$ cat src/vga_pkg.sv
package vga_pkg;

    // Position and sync state of one pixel slot
    // Syncs are active low, video is active high
    typedef struct packed {
        logic [9:0] x;
        logic [9:0] y;
        logic       hsync;
        logic       vsync;
        logic       video;
    } vga_timing_t;

    // 12-bit RGB pixel, 4 bits per channel
    typedef struct packed {
        logic [3:0] red;
        logic [3:0] green;
        logic [3:0] blue;
    } pixel_t;

    // Frame buffer word address, 320x240 = 76800 words
    typedef logic [16:0] pix_addr_t;

    // Default 640x480 horizontal timing in pixels
    localparam int H_DISP  = 640;
    localparam int H_FP    = 16;
    localparam int H_PULSE = 96;
    localparam int H_BP    = 48;

    // Default vertical timing in lines
    localparam int V_DISP  = 480;
    localparam int V_FP    = 10;
    localparam int V_PULSE = 2;
    localparam int V_BP    = 33;

    // QVGA image centered on the visible area
    localparam int IMG_W  = 320;
    localparam int IMG_H  = 240;
    localparam int IMG_X0 = 160;
    localparam int IMG_Y0 = 120;

    // Timing value shown while the pipeline is held in reset
    localparam vga_timing_t TIMING_IDLE = '{
        x:     '0,
        y:     '0,
        hsync: 1'b1,
        vsync: 1'b1,
        video: 1'b0
    };

    localparam pixel_t PIXEL_BLACK = '0;

endpackage

$ cat src/qvga_addr_gen.sv
`timescale 1ns/1ps

module qvga_addr_gen import vga_pkg::*; #(
    parameter int img_w  = IMG_W,
    parameter int img_h  = IMG_H,
    parameter int img_x0 = IMG_X0,
    parameter int img_y0 = IMG_Y0
) (
    input  logic        i_clk25m,
    input  logic        i_reset,
    input  vga_timing_t i_timing,
    output vga_timing_t o_timing,
    output logic        o_active,
    output pix_addr_t   o_rd_addr
);

    // Image window on the raster, end bounds exclusive
    localparam logic [9:0] x_start = 10'(img_x0);
    localparam logic [9:0] x_end   = 10'(img_x0 + img_w);
    localparam logic [9:0] y_start = 10'(img_y0);
    localparam logic [9:0] y_end   = 10'(img_y0 + img_h);

    // Words per image row
    localparam pix_addr_t row_words = pix_addr_t'(img_w);

    logic       in_win;
    logic [9:0] rel_x;
    logic [9:0] rel_y;
    pix_addr_t  next_addr;

    assign in_win = (i_timing.x >= x_start) && (i_timing.x < x_end) &&
                    (i_timing.y >= y_start) && (i_timing.y < y_end);

    // Offset into the image
    assign rel_x = i_timing.x - x_start;
    assign rel_y = i_timing.y - y_start;

    // Row major linear address
    assign next_addr = pix_addr_t'(rel_y) * row_words + pix_addr_t'(rel_x);

    // Flag and timing travel with the address
    always_ff @(posedge i_clk25m) begin
        if (i_reset) begin
            o_timing <= TIMING_IDLE;
            o_active <= 1'b0;
        end else begin
            o_timing <= i_timing;
            o_active <= in_win;
        end
    end

    // Outside the window park on word 0 so the RAM never sees an out of range address
    always_ff @(posedge i_clk25m) begin
        o_rd_addr <= in_win ? next_addr : '0;
    end

endmodule

$ cat config.mk
export PLATFORM = sky130hd
export DESIGN_NAME = qvga_addr_gen
export DESIGN_NICKNAME = d
export VERILOG_FILES = /design/src/vga_pkg.sv /design/src/qvga_addr_gen.sv
export SDC_FILE = /design/constraint.sdc
export NUM_CORES = 1
export LEC_CHECK = 0
export BUFFER_PORTS_ARGS = -buffer_cell sky130_fd_sc_hd__buf_2
export CAP_MARGIN = 20
export CORE_ASPECT_RATIO = 0.5
export CORE_MARGIN = 4
export CORE_UTILIZATION = 54
export CTS_CLUSTER_DIAMETER = 40
export CTS_CLUSTER_SIZE = 12
export DETAILED_ROUTE_END_ITERATION = 10
export PLACE_DENSITY = 0.84
export SETUP_SLACK_MARGIN = 0.02
export SLEW_MARGIN = 10
export SYNTH_ARGS = -nofsm -noshare
export SYNTH_HDL_FRONTEND = slang
export SYNTH_SLANG_ARGS = --single-unit
export TNS_END_PERCENT = 20
$ cat constraint.sdc
create_clock -name i_clk25m -period 7.22 [get_ports i_clk25m]
set_clock_uncertainty 0.1 [all_clocks]
set_input_delay 1.444 -clock i_clk25m [delete_from_list [all_inputs] [get_ports i_clk25m]]
set_output_delay 1.444 -clock i_clk25m [all_outputs]
set_load 0.03 [all_outputs]
======== Word level (Yosys, flattened, before mapping) ========
Index checks and enable logic that the tools add are counted.
storage, ports and cells
  flip-flop bits (word level) ............. 41
  input bits .............................. 25
  output and inout port bits .............. 41
operators by class
  add/subtract/negate cells ............... 3
  multipliers ............................. 1
  magnitude comparators ................... 4
  reductions and logical operators ........ 3
operator list
  kind                                                          count
  less-than comparator 10 x 9 -> 1 bit (second input constant)  2
  adder 17 x 10 -> 17 bit                                       1
  multiplier 10 x 3 -> 11 bit (second input constant)           1
  >= comparator 10 x 7 -> 1 bit (second input constant)         1
  >= comparator 10 x 8 -> 1 bit (second input constant)         1
  subtractor 10 x 7 -> 10 bit (second input constant)           1
  subtractor 10 x 8 -> 10 bit (second input constant)           1
  logical AND 1 bit                                             3

======== Depth between registers and ports, before layout ========
  depth after elaboration ................. 4
  depth in mapped cells ................... 11
  gate-level depth less buffers ........... 11

======== Least setup slack after synthesis ========
No wires, ideal clock.
  kind .................................... input -> register
  from .................................... input port i_timing[6] in the netlist's numbering
  to ...................................... register o_rd_addr[16]
  arrival ................................. 3.813 ns
  data required time ...................... 6.987 ns
  setup slack ............................. 3.174 ns
  stages on the path ...................... 10
  path buffers ............................ 0
  path through ............................ ha_1 and3_1 xnor2_1 ha_1 ha_1 nand3_1 o2111a_1 a221o_1 a2111oi_0 nor3b_1
between the ends
  word-level cells in the longest chain between the ends .. 3
ends and longest elaborated chain
  element                                                                              RTL line                                  source
  start, declared                                                                      qvga_addr_gen.sv:11                       input vga_timing_t i_timing,
  subtractor 10 x 7 -> 10 bit / >= comparator 10 x 7 -> 1 bit (equally long branches)  qvga_addr_gen.sv:36, qvga_addr_gen.sv:32
  multiplier 10 x 3 -> 11 bit / logical AND 1 bit (equally long branches)              qvga_addr_gen.sv:39, qvga_addr_gen.sv:31
  adder 17 x 10 -> 17 bit / logical AND 1 bit (equally long branches)                  qvga_addr_gen.sv:39, qvga_addr_gen.sv:32
  end signal, assigned                                                                 qvga_addr_gen.sv:54                       o_rd_addr <= in_win ? next_addr : '0;
  end, declared                                                                        qvga_addr_gen.sv:14                       output pix_addr_t o_rd_addr
Parallel ways exist; a longest one is shown, timed or not.
A chain may end at the register's enable or synchronous reset.

======== Worst setup path in the final report ========
Ends and elaborated chain as after synthesis.

==> summary.md <==
| Metric | Value |
|---|---|
| Syn Nets | `about 260` |
| Ratio of cells with drive above 1 in the final layout | `slightly above 30%` |
| Max_cap viols | `0` |
| Slew Limit Fails | `0` |
| Top Ports | `between 60 and 70` |
| Post-layout util | `roughly 70%` |
| Clk slew on worst S/H paths | `roughly 0.080 ns` |
| Mapped Cells | `213` |
| EDFF count, synth | `0` |
| CTS Buf Count | `5` |
| Iteration-0 DRC Markers | `63` |
| Pwr/cell area | `about 250 nW/um2` |
| YS warnings | `0` |
| Synth Area in XOR/XNOR | `under 10%` |
| Synth Area in Compound Gates | `15.8%` |
| DRT Pass-1 Iters | `4` |
| Die Ht | `slightly above 50 um` |
| Longest Clk Path Bufs | `2` |
| Final setup fails | `0` |
| Relative slew slack | `between 50% and 60%` |
| Mapped Avg Cell Area | `between 9 and 10 um2` |
| Design area | `roughly 2500 um2` |
| Most common cell after layout, fill and taps aside | `buf_2` |
| Routability cong. | `a little under 0.9` |
| Detailed Place HPWL | `3510 um` |
| Fin nets | `between 300 and 400` |
| Met2 routed WL | `between 2000 and 2500 um` |
| H-tree depth | `2` |
| Hold_buf cts | `0` |
| Row cnt | `15` |
| Yosys reg bits | `slightly above 40` |
| Post-synthesis mux area share | `less than 1%` |
| Die ar. | `4930 um2` |
| Status | `finished, final reports clean` |
| Vias | `1729` |
| Met3 routed WL | `about 320 um` |
| Final hold violations | `0` |
| Vias in the first global route | `approximately 1.7k` |
| Final wirelength | `4430 um` |
| Starting density of the core | `about three fifths` |
| WL per Instance | `approximately 13 um` |
| Largest family of logic cells by synthesized area | `simple AND/OR/NAND/NOR gates` |
| Commonest non-fill, non-tap cells in the layout | `65 x buf_2, 41 x dfxtp_1, 30 x nor2_1, 22 x ha_1, 17 x inv_1` |
| Die W | `around 95 um` |
| Synth Area in Adders | `between 10% and 20%` |
| Max Used Layer | `met4` |
| Post-CTS setup buffers | `0` |
| Startpoint class of the critical path | `input pin` |
| Vias/cell | `between 5 and 6` |
| Worst setup EP type | `register` |
| Commonest register cell after synthesis | `dfxtp_1` |
| Post-Synth Simple-Gate Area | `17.0%` |
| CTS root buffer | `clkbuf_8` |
| Critical Path RT | `between 7 and 8 ns` |
| Ant diodes | `0` |
| Pin count of the biggest net entering global routing | `25` |
| Leakage | `between 1 and 1.5 nW` |
| Crit path DAT | `approximately 4.2 ns` |
| Crit-path max cell delay | `0.42 ns` |
| Distinct cell type count of the synthesized netlist | `43` |
| Critical path's most frequent cell | `ha_1` |
| Slowest cell on crit path | `a2111oi_0` |
| CP max FO | `6` |
| TritonCTS Sinks | `41` |
| Initial antenna violation count | `0` |
| Crit path kind | `in2reg` |
| Layout area overhead | `23.5%` |
| Resized cells post-CTS | `0` |
| Register area | `just over 800 um2` |
| Port Buffer Count | `65` |
| WL met1 | `roughly 1900 um` |
| Global route overflow | `0` |
| Proportion of synthesized flip-flops having asynchronous set or reset | `0%` |
| DRC | `0` |
| CP cell instances | `buf_2 > ha_1 > and3_1 > xnor2_1 > ha_1 > ha_1 > nand3_1 > o2111a_1 > a221o_1 > a2111oi_0 > nor3b_1` |
| Post-Syn Area | `roughly 2100 um2` |
| Slew @ Worst Pin | `slightly above 0.6 ns` |
| Total GRT Usage | `around a fifth` |
| Post-Route Setup TNS | `0 ns` |
| Worst path buffer plus inverter count | `1` |
| Peak supply drop | `between 100 and 150 uV` |
| Routed Antenna Nets | `0` |
| Seq/Total Area, Yosys | `39.9%` |
| First-pass GRT wire length | `slightly above 7000 um` |
| Area after DPL | `roughly 2400 um2` |
| Core ar. | `roughly 3500 um2` |
| Fmax achieved | `0.244 GHz` |
| Layout fillers | `~270` |
| Crit-path leading delay family | `compound AO/OA/AOI/OAI gates` |
| Crit share post-route | `between 50 and 60%` |
| CTS tree | `built` |
| Hold/Removal Path Class | `in2reg` |
| Minimum clock period | `roughly 4.1 ns` |
| RSZ-0062 raised after global routing | `false` |
| Footprint of the multi-input gates | `around 1100 um2` |
[per-layer routing]
| layer | vias up | track usage [%] |
|---|---|---|
| met5 | - | 0 |
| met4 | 0 | 4.31 |
| met3 | 2 | 5.78 |
| met2 | 51 | 33.6 |
| met1 | 805 | 22.5 |
| li1 | 871 | - |
[cells by family (layout without fill, tap and decap cells)]
group,count (synthesis),after routing
flip-flops,41,41
adder cells (fa/ha/maj),24,24
AO/OA/AOI/OAI,41,41
multiplexers,1,1
buffers and inverters,21,90
XOR/XNOR,15,15
AND/OR/NAND/NOR,70,70
[where the power goes]
group	internal [mW]	switching [mW]	leakage, nW
Clock	0.112	0.0769	0.0574
Sequential	0.237	0.00239	0.338
Combinational	0.0848	0.124	0.852
Total	0.434	0.203	1.25
[through the flow]
| stage | setup slack, ns | power [mW] | hold WS [ns] | cells |
|---|---|---|---|---|
| floorplan | 3.17 | 0.405 | 1.42 | 213 |
| global placement | 2.95 | 0.446 | 1.53 | 325 |
| detailed placement | 2.80 | 0.452 | 1.53 | 325 |
| CTS | 3.12 | 0.642 | 1.23 | 333 |
| global route | 2.95 | 0.677 | 1.23 | 333 |
| finish | 3.12 | 0.638 | 1.23 | 333 |
[registers in the layout (all words and copies together) (netlist names)]
register   flops
o_rd_addr     17
o_active       1
o_timing      23
[path summary, 6_finish.rpt]
| kind | end | start | depth (start not counted) | slack [ns] |
|---|---|---|---|---|
| setup / recovery | o_rd_addr[16] | i_timing[6] | 11 | 3.12 |
| hold / removal | o_timing[1] | i_timing[1] | 2 | 1.23 |
[cell type report]
| class | count | share of cell area (%) |
|---|---|---|
| Clock inverter | 2 | 1.48 |
| Clock buffer | 6 | 3.25 |
| Multi-Input combinational cell | 151 | 45.2 |
| Sequential cell | 41 | 32.3 |
| Inverter | 17 | 2.51 |
| Tap cell | 51 | 2.51 |
| Timing Repair Buffer | 65 | 12.8 |
[cells in the mapped netlist, types with 2 or more instances]
master	number	area share, %
a211oi_2	2	1.2
nor4_1	3	0.91
fa_1	2	1.9
dfxtp_1	41	40
o21ai_0	9	2.2
ha_1	22	13
nand4_1	2	0.61
xnor2_1	8	3.4
nor2_1	30	5.5
o2111a_1	2	1.1
nor3b_1	3	1.1
nor3_1	2	0.49
or2_2	3	0.91
nor2b_1	13	3.9
clkbuf_1	3	0.55
nand3_1	5	1.2
nand2_1	6	1.1
xor2_1	6	2.6
o21ba_2	2	0.97
a211oi_1	3	1.1
inv_1	17	3.1
a21oi_1	8	1.9
Note: power is estimated with default switching activity, not from simulation.
