### config.mk
export PLATFORM = sky130hd
export DESIGN_NAME = vga_driver
export DESIGN_NICKNAME = d
export VERILOG_FILES = /design/src/vga_pkg.sv /design/src/vga_driver.sv
export SDC_FILE = /design/constraint.sdc
export NUM_CORES = 1
export LEC_CHECK = 0
export ABC_AREA = 0
export BUFFER_PORTS_ARGS = -buffer_cell sky130_fd_sc_hd__clkbuf_2
export CAP_MARGIN = 20
export CORE_UTILIZATION = 51
export CTS_CLUSTER_DIAMETER = 120
export DETAILED_ROUTE_END_ITERATION = 10
export GPL_TIMING_DRIVEN = 0
export PLACE_DENSITY = 0.77
export SYNTH_ARGS = -nofsm -noshare
export SYNTH_HDL_FRONTEND = slang
export SYNTH_SLANG_ARGS = --single-unit
### constraint.sdc
create_clock -name i_clk25m -period 2.07 [get_ports i_clk25m]
set_input_delay 0.414 -clock i_clk25m [delete_from_list [all_inputs] [get_ports i_clk25m]]
set_output_delay 0.414 -clock i_clk25m [all_outputs]
set_load 0.02 [all_outputs]
### src/vga_pkg.sv
package vga_pkg;

    // Position and sync state of one pixel slot
    // Syncs are active low, video is active high
    typedef struct packed {
        logic [9:0] x;
        logic [9:0] y;
        logic       hsync;
        logic       vsync;
        logic       video;
    } vga_timing_t;

    // 12-bit RGB pixel, 4 bits per channel
    typedef struct packed {
        logic [3:0] red;
        logic [3:0] green;
        logic [3:0] blue;
    } pixel_t;

    // Frame buffer word address, 320x240 = 76800 words
    typedef logic [16:0] pix_addr_t;

    // Default 640x480 horizontal timing in pixels
    localparam int H_DISP  = 640;
    localparam int H_FP    = 16;
    localparam int H_PULSE = 96;
    localparam int H_BP    = 48;

    // Default vertical timing in lines
    localparam int V_DISP  = 480;
    localparam int V_FP    = 10;
    localparam int V_PULSE = 2;
    localparam int V_BP    = 33;

    // QVGA image centered on the visible area
    localparam int IMG_W  = 320;
    localparam int IMG_H  = 240;
    localparam int IMG_X0 = 160;
    localparam int IMG_Y0 = 120;

    // Timing value shown while the pipeline is held in reset
    localparam vga_timing_t TIMING_IDLE = '{
        x:     '0,
        y:     '0,
        hsync: 1'b1,
        vsync: 1'b1,
        video: 1'b0
    };

    localparam pixel_t PIXEL_BLACK = '0;

endpackage

### src/vga_driver.sv
`timescale 1ns/1ps

module vga_driver import vga_pkg::*; #(
    parameter int h_disp  = H_DISP,
    parameter int h_fp    = H_FP,
    parameter int h_pulse = H_PULSE,
    parameter int h_bp    = H_BP,
    parameter int v_disp  = V_DISP,
    parameter int v_fp    = V_FP,
    parameter int v_pulse = V_PULSE,
    parameter int v_bp    = V_BP
) (
    input  logic        i_clk25m,
    input  logic        i_reset,
    output vga_timing_t o_timing
);

    // Line and frame periods
    localparam int h_total = h_disp + h_fp + h_pulse + h_bp;
    localparam int v_total = v_disp + v_fp + v_pulse + v_bp;

    // Last count before each counter wraps
    localparam logic [9:0] h_last = 10'(h_total - 1);
    localparam logic [9:0] v_last = 10'(v_total - 1);

    // Sync pulse starts after the front porch
    localparam logic [9:0] hs_start = 10'(h_disp + h_fp);
    localparam logic [9:0] hs_end   = 10'(h_disp + h_fp + h_pulse);
    localparam logic [9:0] vs_start = 10'(v_disp + v_fp);
    localparam logic [9:0] vs_end   = 10'(v_disp + v_fp + v_pulse);

    // Visible area limits
    localparam logic [9:0] h_vis = 10'(h_disp);
    localparam logic [9:0] v_vis = 10'(v_disp);

    logic [9:0] x_cnt;
    logic [9:0] y_cnt;
    logic       x_wrap;

    // End of line strobe, steps the line counter
    assign x_wrap = (x_cnt == h_last);

    // Pixel counter, runs on every clock
    always_ff @(posedge i_clk25m) begin
        if (i_reset) begin
            x_cnt <= '0;
        end else if (x_wrap) begin
            x_cnt <= '0;
        end else begin
            x_cnt <= x_cnt + 10'd1;
        end
    end

    // Line counter
    always_ff @(posedge i_clk25m) begin
        if (i_reset) begin
            y_cnt <= '0;
        end else if (x_wrap) begin
            if (y_cnt == v_last) begin
                y_cnt <= '0;
            end else begin
                y_cnt <= y_cnt + 10'd1;
            end
        end
    end

    // Decode straight from the registered counters
    always_comb begin
        o_timing.x     = x_cnt;
        o_timing.y     = y_cnt;
        // Active low pulses
        o_timing.hsync = !((x_cnt >= hs_start) && (x_cnt < hs_end));
        o_timing.vsync = !((y_cnt >= vs_start) && (y_cnt < vs_end));
        o_timing.video = (x_cnt < h_vis) && (y_cnt < v_vis);
    end

endmodule

After elaboration in Yosys (flattened, before gate mapping) --
Index checks and enable logic that the tools add are counted.
Word-level totals: register bits after elaboration 20, bits of input ports 2, output and inout port bits 23, word-level logic and storage cells 19
Cells by class: mux-type cells 1, $lt $le $gt $ge 6, equal/unequal tests 2, reduce and logical (&&, ||, !) cells 6, add/subtract/negate cells 2
Operators with widths (number):
- 10-bit by 1-bit adder with 10-bit output (second input constant) | 2
- 10-bit equality test (second input constant) | 2
- 10-bit < comparator (second input constant) | 2
- 10-bit by 9-bit < comparator with 1-bit output (second input constant) | 2
- 10-bit greater-or-equal comparator (second input constant) | 1
- 10-bit by 9-bit greater-or-equal comparator with 1-bit output (second input constant) | 1
- 10-bit two-way mux | 1
- 1-bit logical AND | 3
- 1-bit logical NOT | 2
- 2-bit OR reduction | 1

Longest topological paths before layout --
Gate-level depths: netlist of the first run.
depth in word-level cells 3, depth in mapped cells 6, depth with buffers taken out 6

Worst setup path after synthesis of the first run --
Ideal clock, no wire load.
path kind flip-flop to flip-flop, start point register x_cnt[4], end point register y_cnt[9], arrival 1.985 ns, clock period less this slack 2.053 ns, buffers on the path 1, stages on the path, launching flop included 6, library setup time 0.068 ns, setup slack 0.017 ns, required time 2.002 ns, cells stage by stage dfxtp_1 > buf_4 > nand4b_1 > or4_4 > or4_4 > a21oi_2
Between the ends: word-level cells in the longest chain between the ends 1
RTL lines:
- from (decl) | line vga_driver.sv:36 | logic [9:0] x_cnt;
- from (signal assigned) | line vga_driver.sv:50 | x_cnt <= x_cnt + 10'd1;
- 10-bit equality test | line vga_driver.sv:41 | assign x_wrap = (x_cnt == h_last);
- to (signal assigned) | line vga_driver.sv:62 | y_cnt <= y_cnt + 10'd1;
- to (decl) | line vga_driver.sv:37 | logic [9:0] y_cnt;
Every way passes these cells. A chain may end at the register's enable or synchronous reset.

Worst setup path after layout of the first run --
start point register x_cnt[5], end point register y_cnt[9]
Same word-level chain as after synthesis.

==> out/qor.txt, run 1 <==
clock-pin slew on the worst setup and hold paths: 120 ps
CP dominant cell by count: or4_4
startpoint kind of the worst setup timing path: flip-flop
maximum capacitance violations: 0
clock network latency to the later pin of the worst-skew pair: 310 ps
f_max: 500 MHz
most frequent cells after synthesis: nor2_1 (21), dfxtp_1 (20), nand3_1 (8), xnor2_1 (8), inv_1 (7)
final cycle utilization of the critical path: 96.6%
worst-case vdd ir drop: 0.000445 V
netlist area before placement: 1040 sq um
worst endpoint data arrival time: 2260 ps
master cell of the clock root buffer: clkbuf_4
hold buffer count at cts: 0
IO buf count: 23
Metal-1 WL: 994 um
Syn Area/Cell: 8.70 sq um
category of the worst setup path capture point: flip-flop
routed length per instance: 12.0 um
areal power density over the cells: 593 nW/um^2
final hold violations: 0
Synth warnings: 0
RePlAce Congestion: 0.744
area fraction of the dominant cell type after synthesis: 38.4%
die area: 2230 sq um
area growth from synthesis to layout: 21.5%
overall track demand over capacity in global routing: 21.3%
vias in the first global route: 757
kind of cell adding the most delay to the critical path: simple AND/OR/NAND/NOR gates
accumulated negative setup slack: 0 ps
fraction of registers with async set or reset after synthesis: 0%
TritonCTS clock tree: yes
die width: 47.2 um
first-pass GRT wire length: 3320 um
standard cell with the maximum stage delay on the critical path: or4_4
Primary FF master, synth: dfxtp_1
synthesized net count: 127
DRC violations left: 0
Tmin final: 2000 ps
count of pins on the block boundary: 25
total number of vias: 947
FF+latch count, synth: 20
drt initial violations: 28
most frequent cell after synthesis: nor2_1
global-route congestion overflow total: 0
Cell Rows: 15
cts bufs inserted: 3
met3 routed wirelength: 109 um
Area contributors post-synth: dfxtp_1 (38%), nor2_1 (7.6%), xnor2_1 (6.7%), ha_1 (6.0%), xor2_1 (4.2%)
worst setup skew after layout: 11.6 ps
number of clock sinks seen by CTS: 20
post-detailed-placement half-perimeter wirelength: 1520 um
Reg2Reg Setup Slack: 70 ps
type of the tightest min-delay check: input pin to flip-flop
worst path required time: 2330 ps
number of diodes: 0
fill cell total of the finished layout: 168
Setup Viol. Count Final: 0
Cell Chain, Critical Path: or2_1 -> buf_6 -> or4_4 -> or4_4 -> a21oi_2
Max transition margin: 55.0%
total buffers and inverters traversed by the critical path: 1
remaining number of nets flagged by the antenna check after routing: 0
maximum fanout along the worst path: 8
actual transition at the worst max-transition pin: 669 ps
DR WL met2: 960 um
Final Routed Wirelength: 2100 um
proportion of layout cells with a drive suffix above 1: 26.8%
status: finished, final reports clean
Final Total Pwr: 752 uW
Final Net Count: 157
unrepaired setup endpoints after global routing: false
area of the core region: 1820 sq um
gate count of the mapped netlist: 120
count of distinct cell types in the synthesized netlist: 34
Core Util, Final: 69.6%
standby leakage power: 0.000499 uW
largest area contributor in the synthesized netlist: dfxtp_1
fraction of the yosys area taken by sequential cells: 38.4%
antenna violations before repair: 0
largest net degree at the start of global routing: 13
number of detailed-route iterations in the first pass: 4
via density per instance: 5.44
final-report max-slew violation count: 0
initial core utilization: 57.3%
number of flops mapped to enable cells by yosys: 0
top routing layer in use: met4
DIE HEIGHT: 47.2 um
Max H-tree Level: 1
Max stage delay on crit path: 560 ps
critical path type: flip-flop to flip-flop
buffer levels on the longest clock path: 2
-- worst paths after layout --
kind / endpoint / cells after the start / startpoint
worst max-delay path: y_cnt[9]$_SDFFE_PP0N_ / 5 / x_cnt[5]$_SDFF_PP0_
worst min-delay path: x_cnt[2]$_SDFF_PP0_ / 2 / i_reset
worst max register to register: y_cnt[9]$_SDFFE_PP0N_ / 5 / x_cnt[5]$_SDFF_PP0_
worst min register to register: x_cnt[0]$_SDFF_PP0_ / 1 / x_cnt[0]$_SDFF_PP0_
-- through the flow --
step                      instance area, sq um  setup slack, ps  std cells  hold WS [ps]
final                                     1270             70.8        174           448
after floorplan                           1040             17.1        120           537
after detailed placement                  1190             7.81        168           474
after CTS                                 1240             2.49        172           457
after global routing                      1270             10.6        174           482
after global placement                    1190             18.7        168           466
-- metal layers --
layer / vias to the layer above / track usage (%)
met4: 0 / 8.57
met2: 33 / 32.9
li1: 479 / -
met5: - / 0
met3: 4 / 4.62
met1: 431 / 28.8
-- cell type report --
type / instances / area, sq um / share of cell area (%)
Multi-Input combinational cell: 89 / 599 / 47.3
Clock inverter: 1 / 30.0 / 2.37
Timing Repair Buffer: 25 / 130 / 10.3
Buffer: 4 / 26.3 / 2.07
Sequential cell: 20 / 402 / 31.7
Clock buffer: 3 / 22.5 / 1.78
Inverter: 7 / 26.3 / 2.07
Tap cell: 25 / 31.3 / 2.47
-- kinds of logic (layout without fill, tap and decap cells) --
group	after synthesis	in the layout	share of synthesized area, %
AO/OA/AOI/OAI	9	9	6.12
XOR/XNOR	13	13	10.9
adder cells (fa/ha/maj)	5	5	6.00
buffers and inverters	11	40	5.04
flip-flops	20	20	38.4
multiplexers	2	2	1.92
AND/OR/NAND/NOR	60	60	31.7
-- sequential cells by signal, summed over array words and instances, names as in the netlist --
signal,count
y_cnt,10
x_cnt,10
-- cells in the final DEF, fill, tap and decap left out --
cell type   n
clkbuf_2   23
nor2_1     21
dfxtp_1    19
xnor2_1     8
inv_1       7
nand3_1     7
nor4_1      6
nand4_1     5
xor2_1      5
ha_1        5
buf_4       3
nand2_1     3
nand2b_1    3
clkbuf_4    3
and3_1      2
clkbuf_1    2
nor4b_1     2
a21oi_1     2
or4_4       2
mux2i_1     2
or2_1       1
buf_6       1
o21a_1      1
o2111ai_1   1
o21ai_0     1
and3b_1     1
nand4b_1    1
and2_1      1
nand3_2     1
a31o_2      1
o21bai_2    1
or3_2       1
and4_1      1
or3b_2      1
o31ai_1     1
a21oi_2     1
nor3_1      1
bufinv_16   1
dfxtp_2     1
-- report_power, final --
group          switching, uW  internal, uW  total, uW
sequential              6.75           390        397
clock                    128           196        324
combinational           20.4          10.5       30.9
total                    156           596        752
-- worst register-to-register path, delay by kind of cell, from the launching register on --
kind,cells,cell delay [ps]
flip-flops,1,380
buffers and inverters,1,140
AND/OR/NAND/NOR,3,1300
AO/OA/AOI/OAI,1,140
-- repair_timing --
action                     4_1_cts  5_1_grt
setup buffers                    0        2
hold endpoints to repair         0        0
resized for setup                0        3
setup endpoints to repair        0        9
No activity file was read; power rests on OpenSTA's default activity.
==> run 2, diff against run 1 <==
- CAP_MARGIN: 20 -> 25
- CELL_PAD_IN_SITES_DETAIL_PLACEMENT: unset -> 0
- CELL_PAD_IN_SITES_GLOBAL_PLACEMENT: unset -> 1
- CORE_UTILIZATION: 51 -> 38
- PLACE_DENSITY: 0.77 -> unset
- PLACE_DENSITY_LB_ADDON: unset -> 0.1
==> run 2 against run 1 <==
- clock power shrank 44%
- sequential share of layout area grew 0.38 points
- maximum frequency grew 0.68%
- critical endpoint unchanged
- critical path depth is the same
- setup slack gained 14 ps
- routed wire length grew 0.43%
- sequential power is essentially flat
- global-route usage shrank 6.0 points
- first-iteration DRC count shrank 14%
==> out/qor.txt, run 2 (synthesis gave the netlist of run 1 again) <==
IO buf count: 23
number of clock sinks seen by CTS: 20
first-pass GRT wire length: 3220 um
most used cells in the layout excluding fill and tap cells: clkbuf_2 (23), nor2_1 (21), dfxtp_1 (19)
Reg2Reg Setup Slack: 80 ps
Cell Chain, Critical Path: or2_1 -> buf_6 -> or4_4 -> or4_4 -> a21oi_2
status: finished, final reports clean
cts bufs inserted: 3
hold buffer count at cts: 0
total number of vias: 915
Setup Viol. Count Final: 0
Cell Rows: 18
clock network latency to the later pin of the worst-skew pair: 300 ps
global-route congestion overflow total: 0
startpoint kind of the worst setup timing path: flip-flop
master cell of the clock root buffer: clkbuf_4
post-placement cell area: 1200 sq um
post-detailed-placement half-perimeter wirelength: 1570 um
type of the tightest min-delay check: input pin to flip-flop
final cycle utilization of the critical path: 95.9%
initial core utilization: 41.0%
Max H-tree Level: 1
standby leakage power: 0.000483 uW
die width: 54.4 um
biggest regs: x_cnt (10), y_cnt (10)
number of diodes: 0
DIE HEIGHT: 54.4 um
Tmin final: 1990 ps
worst-case vdd ir drop: 0.000289 V
most common cell after layout, fill and taps aside: clkbuf_2
count of pins on the block boundary: 25
Final Total Pwr: 610 uW
fin area: 1250 sq um
TritonCTS clock tree: yes
via density per instance: 5.14
standard cell with the maximum stage delay on the critical path: or4_4
drt initial violations: 24
areal power density over the cells: 487 nW/um^2
area of the core region: 2540 sq um
final-report max-slew violation count: 0
Max stage delay on crit path: 550 ps
antenna violations before repair: 0
remaining number of nets flagged by the antenna check after routing: 0
final hold slack: 460 ps
CP dominant cell by count: or4_4
category of the worst setup path capture point: flip-flop
worst endpoint data arrival time: 2220 ps
worst path required time: 2310 ps
area growth from synthesis to layout: 20.0%
die area: 2960 sq um
Final Net Count: 157
worst setup skew after layout: 4.64 ps
Max transition margin: 59.9%
final hold violations: 0
RePlAce Congestion: 0.773
DRC violations left: 0
maximum fanout along the worst path: 8
unrepaired setup endpoints after global routing: false
actual transition at the worst max-transition pin: 596 ps
clock-pin slew on the worst setup and hold paths: 110 ps
number of detailed-route iterations in the first pass: 4
proportion of layout cells with a drive suffix above 1: 27.7%
vias in the first global route: 648
critical path type: flip-flop to flip-flop
buffer levels on the longest clock path: 2
largest net degree at the start of global routing: 11
maximum capacitance violations: 0
f_max: 504 MHz
overall track demand over capacity in global routing: 15.4%
routed length per instance: 11.8 um
Final Routed Wirelength: 2100 um
[run 2: changes by cell type in the layout (fill, tap and decap cells not counted)]
cell,delta
bufinv_16,-1
ha_1,-1
ha_2,+1
nor4_1,-1
nor4_2,+1
[run 2: cell type report]
type	instances	area, sq um
Buffer	4	26.3
Clock buffer	3	22.5
Fill cell	266	1290
Inverter	7	26.3
Multi-Input combinational cell	89	608
Sequential cell	20	402
Tap cell	30	37.5
Timing Repair Buffer	25	130
[run 2: stage by stage]
step | util, % | cells | setup TNS, ps | setup WS [ps]
2_1_floorplan | - | 120 | 0 | 17.1
3_3_place_gp | 47.0 | 173 | -337 | -61.3
3_5_place_dp | 47.0 | 173 | -347 | -60.0
4_1_cts | 48.2 | 176 | 0 | 9.16
5_1_grt | 49.2 | 178 | 0 | 19.3
6_report | 49.2 | 178 | 0 | 84.4
[run 2: path summary, 6_finish.rpt]
check	startpoint	end	depth (start not counted)
max	x_cnt[6]$_SDFF_PP0_	y_cnt[9]$_SDFFE_PP0N_	5
max reg2reg	x_cnt[6]$_SDFF_PP0_	y_cnt[9]$_SDFFE_PP0N_	5
min	i_reset	x_cnt[2]$_SDFF_PP0_	2
min reg2reg	x_cnt[0]$_SDFF_PP0_	x_cnt[0]$_SDFF_PP0_	1
[run 2: what timing repair did]
| item | in CTS | in global routing |
|---|---|---|
| setup buffers | 0 | 2 |
| pin swaps | 0 | 0 |
| endpoints found under the setup margin | 7 | 3 |
| resized for setup | 2 | 3 |
[run 2: worst max-delay path: cells and delay by family, from the launching register on]
| family | cells | cell delay, ps |
|---|---|---|
| AOI/OAI and AO/OA | 1 | 130 |
| buffers and inverters | 1 | 140 |
| DFF | 1 | 370 |
| and+or+nand+nor | 3 | 1290 |
[run 2: per-layer routing]
metal / track usage (%) / share of wire, % / vias to the layer above
met5: 0 / 0 / -
met4: 7.69 / 0.90 / 0
met3: 2.50 / 4.4 / 2
met2: 19.3 / 42 / 22
met1: 24.1 / 53 / 413
li1: - / - / 478
[run 2: power by group]
group          internal, uW  leakage, uW  switching, uW
clock                  67.8    0.0000138            115
combinational          10.5     0.000307           19.9
sequential              390     0.000162           7.10
total                   468     0.000483            142
