[src/vga_pkg.sv]
package vga_pkg;

    // Position and sync state of one pixel slot
    // Syncs are active low, video is active high
    typedef struct packed {
        logic [9:0] x;
        logic [9:0] y;
        logic       hsync;
        logic       vsync;
        logic       video;
    } vga_timing_t;

    // 12-bit RGB pixel, 4 bits per channel
    typedef struct packed {
        logic [3:0] red;
        logic [3:0] green;
        logic [3:0] blue;
    } pixel_t;

    // Frame buffer word address, 320x240 = 76800 words
    typedef logic [16:0] pix_addr_t;

    // Default 640x480 horizontal timing in pixels
    localparam int H_DISP  = 640;
    localparam int H_FP    = 16;
    localparam int H_PULSE = 96;
    localparam int H_BP    = 48;

    // Default vertical timing in lines
    localparam int V_DISP  = 480;
    localparam int V_FP    = 10;
    localparam int V_PULSE = 2;
    localparam int V_BP    = 33;

    // QVGA image centered on the visible area
    localparam int IMG_W  = 320;
    localparam int IMG_H  = 240;
    localparam int IMG_X0 = 160;
    localparam int IMG_Y0 = 120;

    // Timing value shown while the pipeline is held in reset
    localparam vga_timing_t TIMING_IDLE = '{
        x:     '0,
        y:     '0,
        hsync: 1'b1,
        vsync: 1'b1,
        video: 1'b0
    };

    localparam pixel_t PIXEL_BLACK = '0;

endpackage

[src/vga_pixel_out.sv]
`timescale 1ns/1ps

module vga_pixel_out import vga_pkg::*; (
    input  logic        i_clk25m,
    input  logic        i_reset,
    input  vga_timing_t i_timing,
    input  logic        i_active,
    input  pixel_t      i_pixel,
    output vga_timing_t o_timing,
    output pixel_t      o_rgb
);

    vga_timing_t timing_d;
    logic        active_d;

    // Hold timing and flag one cycle to meet the RAM read data
    always_ff @(posedge i_clk25m) begin
        if (i_reset) begin
            timing_d <= TIMING_IDLE;
            active_d <= 1'b0;
        end else begin
            timing_d <= i_timing;
            active_d <= i_active;
        end
    end

    // Output register
    // Reset keeps the syncs inactive and the screen black
    always_ff @(posedge i_clk25m) begin
        if (i_reset) begin
            o_timing <= TIMING_IDLE;
            o_rgb    <= PIXEL_BLACK;
        end else begin
            o_timing <= timing_d;
            // Border around the image is black
            o_rgb    <= active_d ? i_pixel : PIXEL_BLACK;
        end
    end

endmodule

[config.mk]
export PLATFORM = sky130hd
export DESIGN_NAME = vga_pixel_out
export DESIGN_NICKNAME = d
export VERILOG_FILES = /design/src/vga_pkg.sv /design/src/vga_pixel_out.sv
export SDC_FILE = /design/constraint.sdc
export NUM_CORES = 1
export LEC_CHECK = 0
export BUFFER_PORTS_ARGS = -buffer_cell sky130_fd_sc_hd__clkbuf_2
export CORE_MARGIN = 4
export CORE_UTILIZATION = 40
export DETAILED_ROUTE_END_ITERATION = 7
export PLACE_DENSITY = 0.78
export SETUP_SLACK_MARGIN = 0.3
export SYNTH_ARGS = -nofsm -noshare
export SYNTH_HDL_FRONTEND = slang
export SYNTH_SLANG_ARGS = --single-unit
[constraint.sdc]
create_clock -name i_clk25m -period 0.8 [get_ports i_clk25m]
set_input_delay 0.08 -clock i_clk25m [delete_from_list [all_inputs] [get_ports i_clk25m]]
set_output_delay 0.08 -clock i_clk25m [all_outputs]
set_load 0.03 [all_outputs]
## Yosys cells after proc, flatten, opt, wreduce, memory -nomap -nowiden

Index checks and enable logic that the tools add are counted.

- Bits in registers: 59
- Output and inout bits: 35
- Logic and storage cells: 16

- Bitwise operators: 1
- Reductions and logical operators: 1

Operator list:

| operator | number |
|---|---|
| $reduce_or A2 Y1 | 1 |
| $not A1 Y1 | 1 |

## Logic depth before layout (Yosys ltp)

Gate-level depths: netlist of run 1.

- Word-level depth: 2
- Mapped depth: 3
- Gate-level depth less buffers: 1

## Least setup slack after synthesis of run 1

Ideal clock, no wire load.

- Kind: register to register
- Start point: reg active_d
- End point: reg o_rgb[0] (netlist bit)
- Arrival time: 0.657 ns
- Path slack: 0.083 ns
- Cell stages (with the launch flop): 3
- Path through: dfxtp_1 -> clkbuf_1 -> and3b_1

- Cells in the longest elaborated chain, start to end: 2

Ends and longest elaborated chain:

| element | line | text |
|---|---|---|
| from (decl) | vga_pixel_out.sv:14 | `logic active_d;` |
| from (signal assigned) | vga_pixel_out.sv:23 | `active_d <= i_active;` |
| $not A1 Y1 (no source line) | -- |  |
| $reduce_or A2 Y1 (no source line) | -- |  |
| to (signal assigned) | vga_pixel_out.sv:36 | `o_rgb <= active_d ? i_pixel : PIXEL_BLACK;` |
| to (decl) | vga_pixel_out.sv:10 | `output pixel_t o_rgb` |

No other way between the ends.
A chain may end at the register's enable or synchronous reset.

## Final worst setup path of run 1

- Start point: reg o_rgb[1] (netlist bit)
- End point: out o_rgb[1] (netlist bit)

No word-level cell between the ends.

==> out/summary.md, run 1 <==
The slew at the pin closest to its max-slew limit is 0.135 ns. The core footprint came out at 3800 um2. After clock tree synthesis, the clock-pin slew on the worst setup and hold paths is 0.06 ns. The tree is rooted in a sky130_fd_sc_hd__clkbuf_8. For this design the ratio of total power to cell area is 2330 nW/um2.

The clock network is responsible for 41.2% of the overall power. During synthesis, Yosys emitted a total of 0 warnings. In this run the number of H-tree levels came out at 3. Number of input and output port buffers inserted: 72.

Walking the worst path, the cells encountered are buf_8. The analysis attributes to cell leakage a power of 1.25 nW. The number of buffer and inverter instances along the worst setup path is 1, and the max-slew violation count is 0. STA classifies the critical path startpoint as a register. The worst IR drop on VDD was 1.46 mV; the sequential element share of the synthesized area was 72.6%. TritonCTS built the clock tree. The run gives 9.4% as the relative contribution of combinational cells to total power. Internal power comes to 5.01 mW. Setup repair after global routing could not meet its margin everywhere. The run gives 29 as the starting DRC count in detailed routing. On the critical path, the stage with the largest delay is an instance of sky130_fd_sc_hd__dfxtp_2. The portion of the clock cycle consumed by the worst path in the final layout works out to 109%. Clock latency on the worst-skew pair: 0.33 ns.

For this block, the routed nets add up to 3450 um of wire. In this run the tightest slew margin relative to its limit is 91.0%. Leaving out fill and tap cells, the most frequent cell in the layout is sky130_fd_sc_hd__dfxtp_2. Dividing the synthesized area by the synthesized cell count gives 13.0 um2. After synthesis the cells add up to 1630 um2. The run gives 2060 um as the HPWL after detailed placement. The run gives 59 as the clock sink count. For this block, the via count after detailed routing is 1101. The run finished, with violations left.

The worst setup path is captured at an output port. The maximum number of pins on one net before global-route repair was 31. Per report_power, the sequential group accounts for 49.4% of the total. Before antenna repair, the detailed router went through 2 iterations. For this design the top-level I/O count stands at 73. Summing all non-filler instances in the final layout gives an area of 2730 um2. The initial utilization of the core area, before any placement, comes to 42.8%.

The checks that failed: hold timing, setup timing. The highest fanout seen on the critical path came out at 1. The final core utilization is 71.8%, and the area added between synthesis and finish is 67.8%.

The remaining routing DRC violations is 0, and the number of antenna-violating nets in the routed design is 0. Counting every instance in the synthesized netlist gives 125. Data on the critical path is required at its endpoint by 0.72 ns. In the final layout, the share of cells above drive strength 1 is 66.2%. After detailed routing, the average wire length per cell comes to 13.4 um. The tools report the number of global-route vias before repair as 1199. The setup path with the least slack is of type reg2out.

The number of different library cells used by synthesis comes to 7. In the routed layout, each cell is associated on average with a via count of 4.27. The worst-case clock buffer depth was 2; the first-pass GRT wire length was 5320 um. For this run, the top clock speed supported by timing is 1150 MHz.

The run gives -0.0733 ns as the final setup slack of the worst path. The total CTS buffers is 9. Setup violations remaining at the end of the flow were counted as 35.

The tools report the net load switching power as 1.34 mW. The number of antenna violations at the first check in global routing was 0. The total overflow left after global routing is 0.

After detailed placement, the total cell area comes to 2090 um2. On the worst path, the slowest cell contributes a delay of 0.34 ns. Routability-driven placement finished with a final weighted congestion of 0.739. The fraction of power spent switching nets came out at 21.1%. In the layout the commonest cells are sky130_fd_sc_hd__dfxtp_2, sky130_fd_sc_hd__nor2b_1, sky130_fd_sc_hd__clkbuf_2, sky130_fd_sc_hd__buf_8, sky130_fd_sc_hd__dfxtp_1. Data on the critical path arrives at its endpoint at 0.79 ns.

The vertical die dimension was 71.8 um. When the netlist entered floorplanning its net count stood at 163. The floorplan step defined a die boundary enclosing 5150 um2. The tightest min-delay check is of the in2reg type.

The tools report the clock skew after layout as 0.00542 ns. Counting I/O delays and the setup requirement, the final critical path takes 0.873 ns. The tools report the count of final hold-check violations as 23. The largest delay contributor family on the critical path was flip-flops. The net count of the finished layout is 244. After floorplanning, the core was divided into 22 placement rows. The antenna diode count is 0, and the die span in x is 71.8 um. The total of max-cap violations came out at 0.

For the worst hold slack across all endpoints, the log shows -0.0646 ns. Global routing used 14.6% of the available tracks across all layers. The number of storage elements in the synthesis netlist was 59.
## power by group through the flow
stage | Combinational, mW | Clock [mW] | Sequential, mW
global route | 0.637 | 2.82 | 3.15
global placement | 0.434 | 0 | 3.17
floorplan | 0.136 | 0 | 3.29
CTS | 0.550 | 2.68 | 3.12
finish | 0.596 | 2.62 | 3.14
detailed placement | 0.441 | 0 | 3.17
## Yosys cell counts
cell type	count	area (um2)
sky130_fd_sc_hd__and3b_1	12	105
sky130_fd_sc_hd__buf_2	4	20.0
sky130_fd_sc_hd__buf_6	2	22.5
sky130_fd_sc_hd__clkbuf_1	1	3.75
sky130_fd_sc_hd__dfxtp_1	59	1180
sky130_fd_sc_hd__nor2b_1	43	269
sky130_fd_sc_hd__or2_1	4	25.0
## worst paths after layout
path | start | to | slack (ns) | cells past startpoint
setup / recovery | o_rgb[1]$_SDFF_PP0_ | o_rgb[1] | -0.07 | 1
hold / removal | i_timing[2] | timing_d[2]$_SDFF_PP1_ | -0.06 | 2
setup reg to reg | active_d$_SDFF_PP0_ | o_rgb[4]$_SDFF_PP0_ | 0.04 | 2
hold reg to reg | timing_d[2]$_SDFF_PP1_ | o_timing[2]$_SDFF_PP1_ | 0.40 | 1
## timing repair
item	in CTS	in global routing
hold endpoints to repair	35	28
gates cloned	0	0
pin swaps	4	0
setup endpoints to repair	70	70
setup buffers	2	0
resized for setup	84	54
## flip-flops by register name (all words and copies together) (netlist names)
| signal | flops |
|---|---|
| o_timing | 23 |
| timing_d | 23 |
| o_rgb | 12 |
| active_d | 1 |
## per-layer routing
layer | vias to the layer above | global-route usage, % | part of all wire [%] | wire, um
met3 | 12 | 6.73 | 10 | 360
li1 | 548 | - | - | -
met4 | 0 | 10.0 | 2.7 | 94
met1 | 481 | 11.9 | 33 | 1150
met2 | 60 | 27.1 | 54 | 1850
met5 | - | 0 | 0 | 0
## logic make-up (layout without fill, tap and decap cells)
family,after synthesis,in the layout,share of synthesized area [%]
AND/OR/NAND/NOR,59,59,24.5
flip-flops,59,59,72.6
buffers and inverters,7,92,2.85
## per-stage QoR
stage	hold slack, ns	total power, mW	setup TNS (ns)	std cells	setup slack [ns]
floorplan	0.180	3.43	0	125	0.110
global placement	0.263	3.60	0	241	0.0771
detailed placement	0.264	3.61	0	241	0.0519
CTS	-0.0818	6.35	-3.04	258	-0.0985
global route	-0.0627	6.61	-3.08	258	-0.114
finish	-0.0646	6.35	-1.92	258	-0.0733
## worst reg2reg max path: stages, from the launching register on
cell,delay [ns]
sky130_fd_sc_hd__dfxtp_4,0.36
sky130_fd_sc_hd__buf_6,0.12
sky130_fd_sc_hd__and3b_1,0.17
## cell type report
| type | instances | area [um2] |
|---|---|---|
| clock buffer | 13 | 159 |
| clock inverter | 2 | 35.0 |
| fill | 266 | 1070 |
| multi-input combinational | 59 | 444 |
| sequential | 59 | 1240 |
| tap | 48 | 60.1 |
| timing repair buffer | 77 | 793 |
Power figures use the tool's default switching activity.
==> inputs of run 2 (changes only) <==
PLACE_DENSITY = 0.76   (was 0.78)
==> run 2 against run 1 <==
Compared with the run above: the flow still finishes with violations (hold timing, setup timing); register-to-register slack hardly changed; largest cell class unchanged; combinational power is 3% lower; power is 0.54% higher; maximum frequency is 1.3% higher; highest routed layer unchanged; largest power group unchanged; sequential share of layout area is 0.20 points higher; clock skew is 0.0015 ns lower; global-route usage is 1.2 points lower; flip-flop and latch count stayed put; first-iteration DRC count is 34% higher; worst hold slack better by 0.0068 ns; clock power is 2% higher; count of clock-buffer cells in the layout is 3 higher.
==> out/summary.md, run 2 (synthesized netlist as in run 1, its figures left out) <==
The average via count per standard cell came out at 4.25 (was 4.27). For the worst-case clock buffer depth, the log shows 2 (unchanged). The relative contribution of combinational cells to total power came out at 9.0% (was 9.4%). The first-pass GRT wire length is 5060 um (was 5320 um). The library cell used as clock root buffer is sky130_fd_sc_hd__clkbuf_8 (unchanged). Cells along the critical path: buf_8 (unchanged).

The maximum number of pins on one net before global-route repair was 42 (was 31); the number of standard cells in the layout, taps in and fillers out was 258 (unchanged). The launching element type of the critical path was a register (unchanged). The fraction of final layout cells with drive strength greater than 1 is 68.1% (was 66.2%). The overall overflow remaining after global route came out at 0 (unchanged). Biggest regs: o_timing x23, timing_d x23, o_rgb x12 (unchanged). The total global-route track usage was 13.4% (was 14.6%). The number of antenna violations at the first check in global routing was 0 (unchanged).

For the count of H-tree levels built during CTS, the log shows 3 (unchanged). The delay of the slowest critical-path stage works out to 0.34 ns (about the same). The logs give 5.04 mW (was 5.01 mW) for the internal cell power and 41.8% (was 41.2%) for the portion of total power attributed to the clock network.

For the total wire length after detailed routing, the log shows 3310 um (was 3450 um). The logs give 3800 um2 (unchanged) for the core footprint and -0.0578 ns (was -0.0646 ns) for the worst hold slack across all endpoints. The class of the most critical hold timing path was in2reg (unchanged). The post-layout minimum cycle time was 0.862 ns (was 0.873 ns); the starting DRC count in detailed routing was 39 (was 29). The clock latency on the worst-skew pair is 0.32 ns (was 0.33 ns). The boundary pin count was 73 (unchanged); the footprint of the multi-input gates was 452 um2 (was 444 um2).

The tools report the total of endpoints with negative setup slack in the final report as 35 (unchanged). The tools report the relative contribution of sequential cells to total power as 49.2% (was 49.4%). The flow ran to the end, but the final reports show violations.

The fraction of power spent switching nets is 21.0% (was 21.1%), and the worst IR drop on VDD is 1.45 mV (was 1.46 mV). The cell area power density is 2350 nW/um2 (was 2330 nW/um2), and the final core utilization is 71.7% (was 71.8%). Accumulated negative setup slack: -1.70 ns (was -1.92 ns). TritonCTS built the clock tree.

The run gives 4 (was 2) as the detailed-router iteration count before antenna repair. The die span in x was 71.8 um (unchanged); the static leakage power was 1.25 nW (about the same). The tools report the required time at the endpoint of the critical path as 0.72 ns (about the same). Most common library cell in the layout ignoring fill and taps: sky130_fd_sc_hd__dfxtp_2 (unchanged). Antenna diode count: 0 (unchanged). The number of antenna-violating nets in the routed design was 0 (unchanged); the total number of vias was 1097 (was 1101). The tools report the count of filler cells inserted in the layout as 267 (was 266). Clock sink count: 59 (unchanged). The category of the worst setup path capture point was an output port (unchanged).

The number of buffer and inverter instances along the worst setup path was 1 (unchanged). The area added between synthesis and finish is 67.4% (was 67.8%), and the max-slew violation count is 0 (unchanged). The reg-to-reg startpoint is active_d$_SDFF_PP0_ (unchanged).

The slew at the pin closest to its max-slew limit works out to 0.211 ns (was 0.135 ns). Top library cells by usage in the layout, fill and taps aside: sky130_fd_sc_hd__dfxtp_2, sky130_fd_sc_hd__clkbuf_2, sky130_fd_sc_hd__nor2b_1, sky130_fd_sc_hd__buf_8, sky130_fd_sc_hd__clkbuf_8 (was sky130_fd_sc_hd__dfxtp_2, sky130_fd_sc_hd__nor2b_1, sky130_fd_sc_hd__clkbuf_2, sky130_fd_sc_hd__buf_8, sky130_fd_sc_hd__dfxtp_1). The initial core utilization was 42.8% (unchanged). Hold path startpoint: i_timing[2] (unchanged). The floorplan die area is 5150 um2 (unchanged). The remaining routing DRC violations was 0 (unchanged). The number of input and output port buffers inserted was 72 (unchanged). Violated checks: hold timing, setup timing (unchanged). The number of nets in the layout was 243 (was 244); the placement row count was 22 (unchanged).

The clock input transition at the sequential cells of the worst setup and hold paths was 0.06 ns (about the same). Setup repair after global routing could not meet its margin everywhere. The logs give 9 (unchanged) for the total CTS buffers and 240 (was 241) for the instance count after placement with tap cells included. The per-cell routed wire length was 12.8 um (was 13.4 um). First element of the critical path: o_rgb[5]$_SDFF_PP0_ (was o_rgb[1]$_SDFF_PP0_). The highest fanout seen on the critical path works out to 1 (unchanged). The number of global-route vias before repair was 1100 (was 1199). The global placement routability congestion came out at 0.656 (was 0.739). The total of max-cap violations came out at 0 (unchanged). The critical path data arrival time was 0.78 ns (was 0.79 ns); the portion of the clock cycle consumed by the worst path in the final layout was 108% (was 109%). The logs give 0.00395 ns (was 0.00542 ns) for the clock skew after layout and 1.34 mW (about the same) for the net load switching power. The kind of critical path was reg2out (unchanged). Worst setup timing slack at the placement stage: 0.0609 ns (was 0.0519 ns).

The critical-path cell with the highest stage delay was sky130_fd_sc_hd__dfxtp_2 (unchanged). The count of final hold-check violations was 22 (was 23). Largest delay contributor family on the critical path: flip-flops (unchanged). The tools report the headroom to the max-slew limit as 85.9% (was 91.0%).

The tools report the register area as 1240 um2 (about the same). The tools report the highest clock rate as 1160 MHz (was 1150 MHz). The vertical die dimension is 71.8 um (unchanged), and the final setup slack of the worst path is -0.0621 ns (was -0.0733 ns).
run 2: final cells by class:
class | instances | area share [%]
multi-input cells | 59 | 16.6
flip-flops and latches | 59 | 45.5
clock buffers | 16 | 7.72
well taps | 48 | 2.21
repair buffers | 76 | 27.9
run 2: layer usage:
layer	wire length [um]	GRT usage [%]	up-vias
met5	0	0	-
met4	59	8.77	0
met3	345	7.01	8
met2	1670	22.1	52
met1	1240	13.0	492
li1	-	-	545
run 2: through the flow:
| stage | total power [mW] | area [um2] |
|---|---|---|
| 5_1_grt | 6.64 | 2720 |
| 3_3_place_gp | 3.58 | 2060 |
| 6_report | 6.39 | 2720 |
| 3_5_place_dp | 3.59 | 2060 |
| 4_1_cts | 6.38 | 2610 |
| 2_1_floorplan | 3.43 | 1660 |
run 2: power groups by stage:
stage                     logic (mW)  clock network (mW)  registers (mW)
after floorplan                0.136                   0            3.29
after global placement         0.413                   0            3.17
after detailed placement       0.421                   0            3.17
after CTS                      0.529                2.73            3.12
after global routing           0.614                2.87            3.15
final                          0.577                2.67            3.14
run 2: final timing paths:
path	cells past startpoint	slack, ns	to
worst max-delay path	1	-0.06	o_rgb[5]
worst max register to register	2	0.04	o_rgb[5]$_SDFF_PP0_
worst min-delay path	2	-0.06	timing_d[2]$_SDFF_PP1_
worst min register to register	1	0.41	o_timing[2]$_SDFF_PP1_
run 2: what timing repair did:
action	in CTS	in global routing
endpoints found under the hold margin	26	23
pin swaps	4	0
gates cloned	0	0
setup endpoints to repair	70	70
buffers inserted	2	0
gates resized for setup	85	59
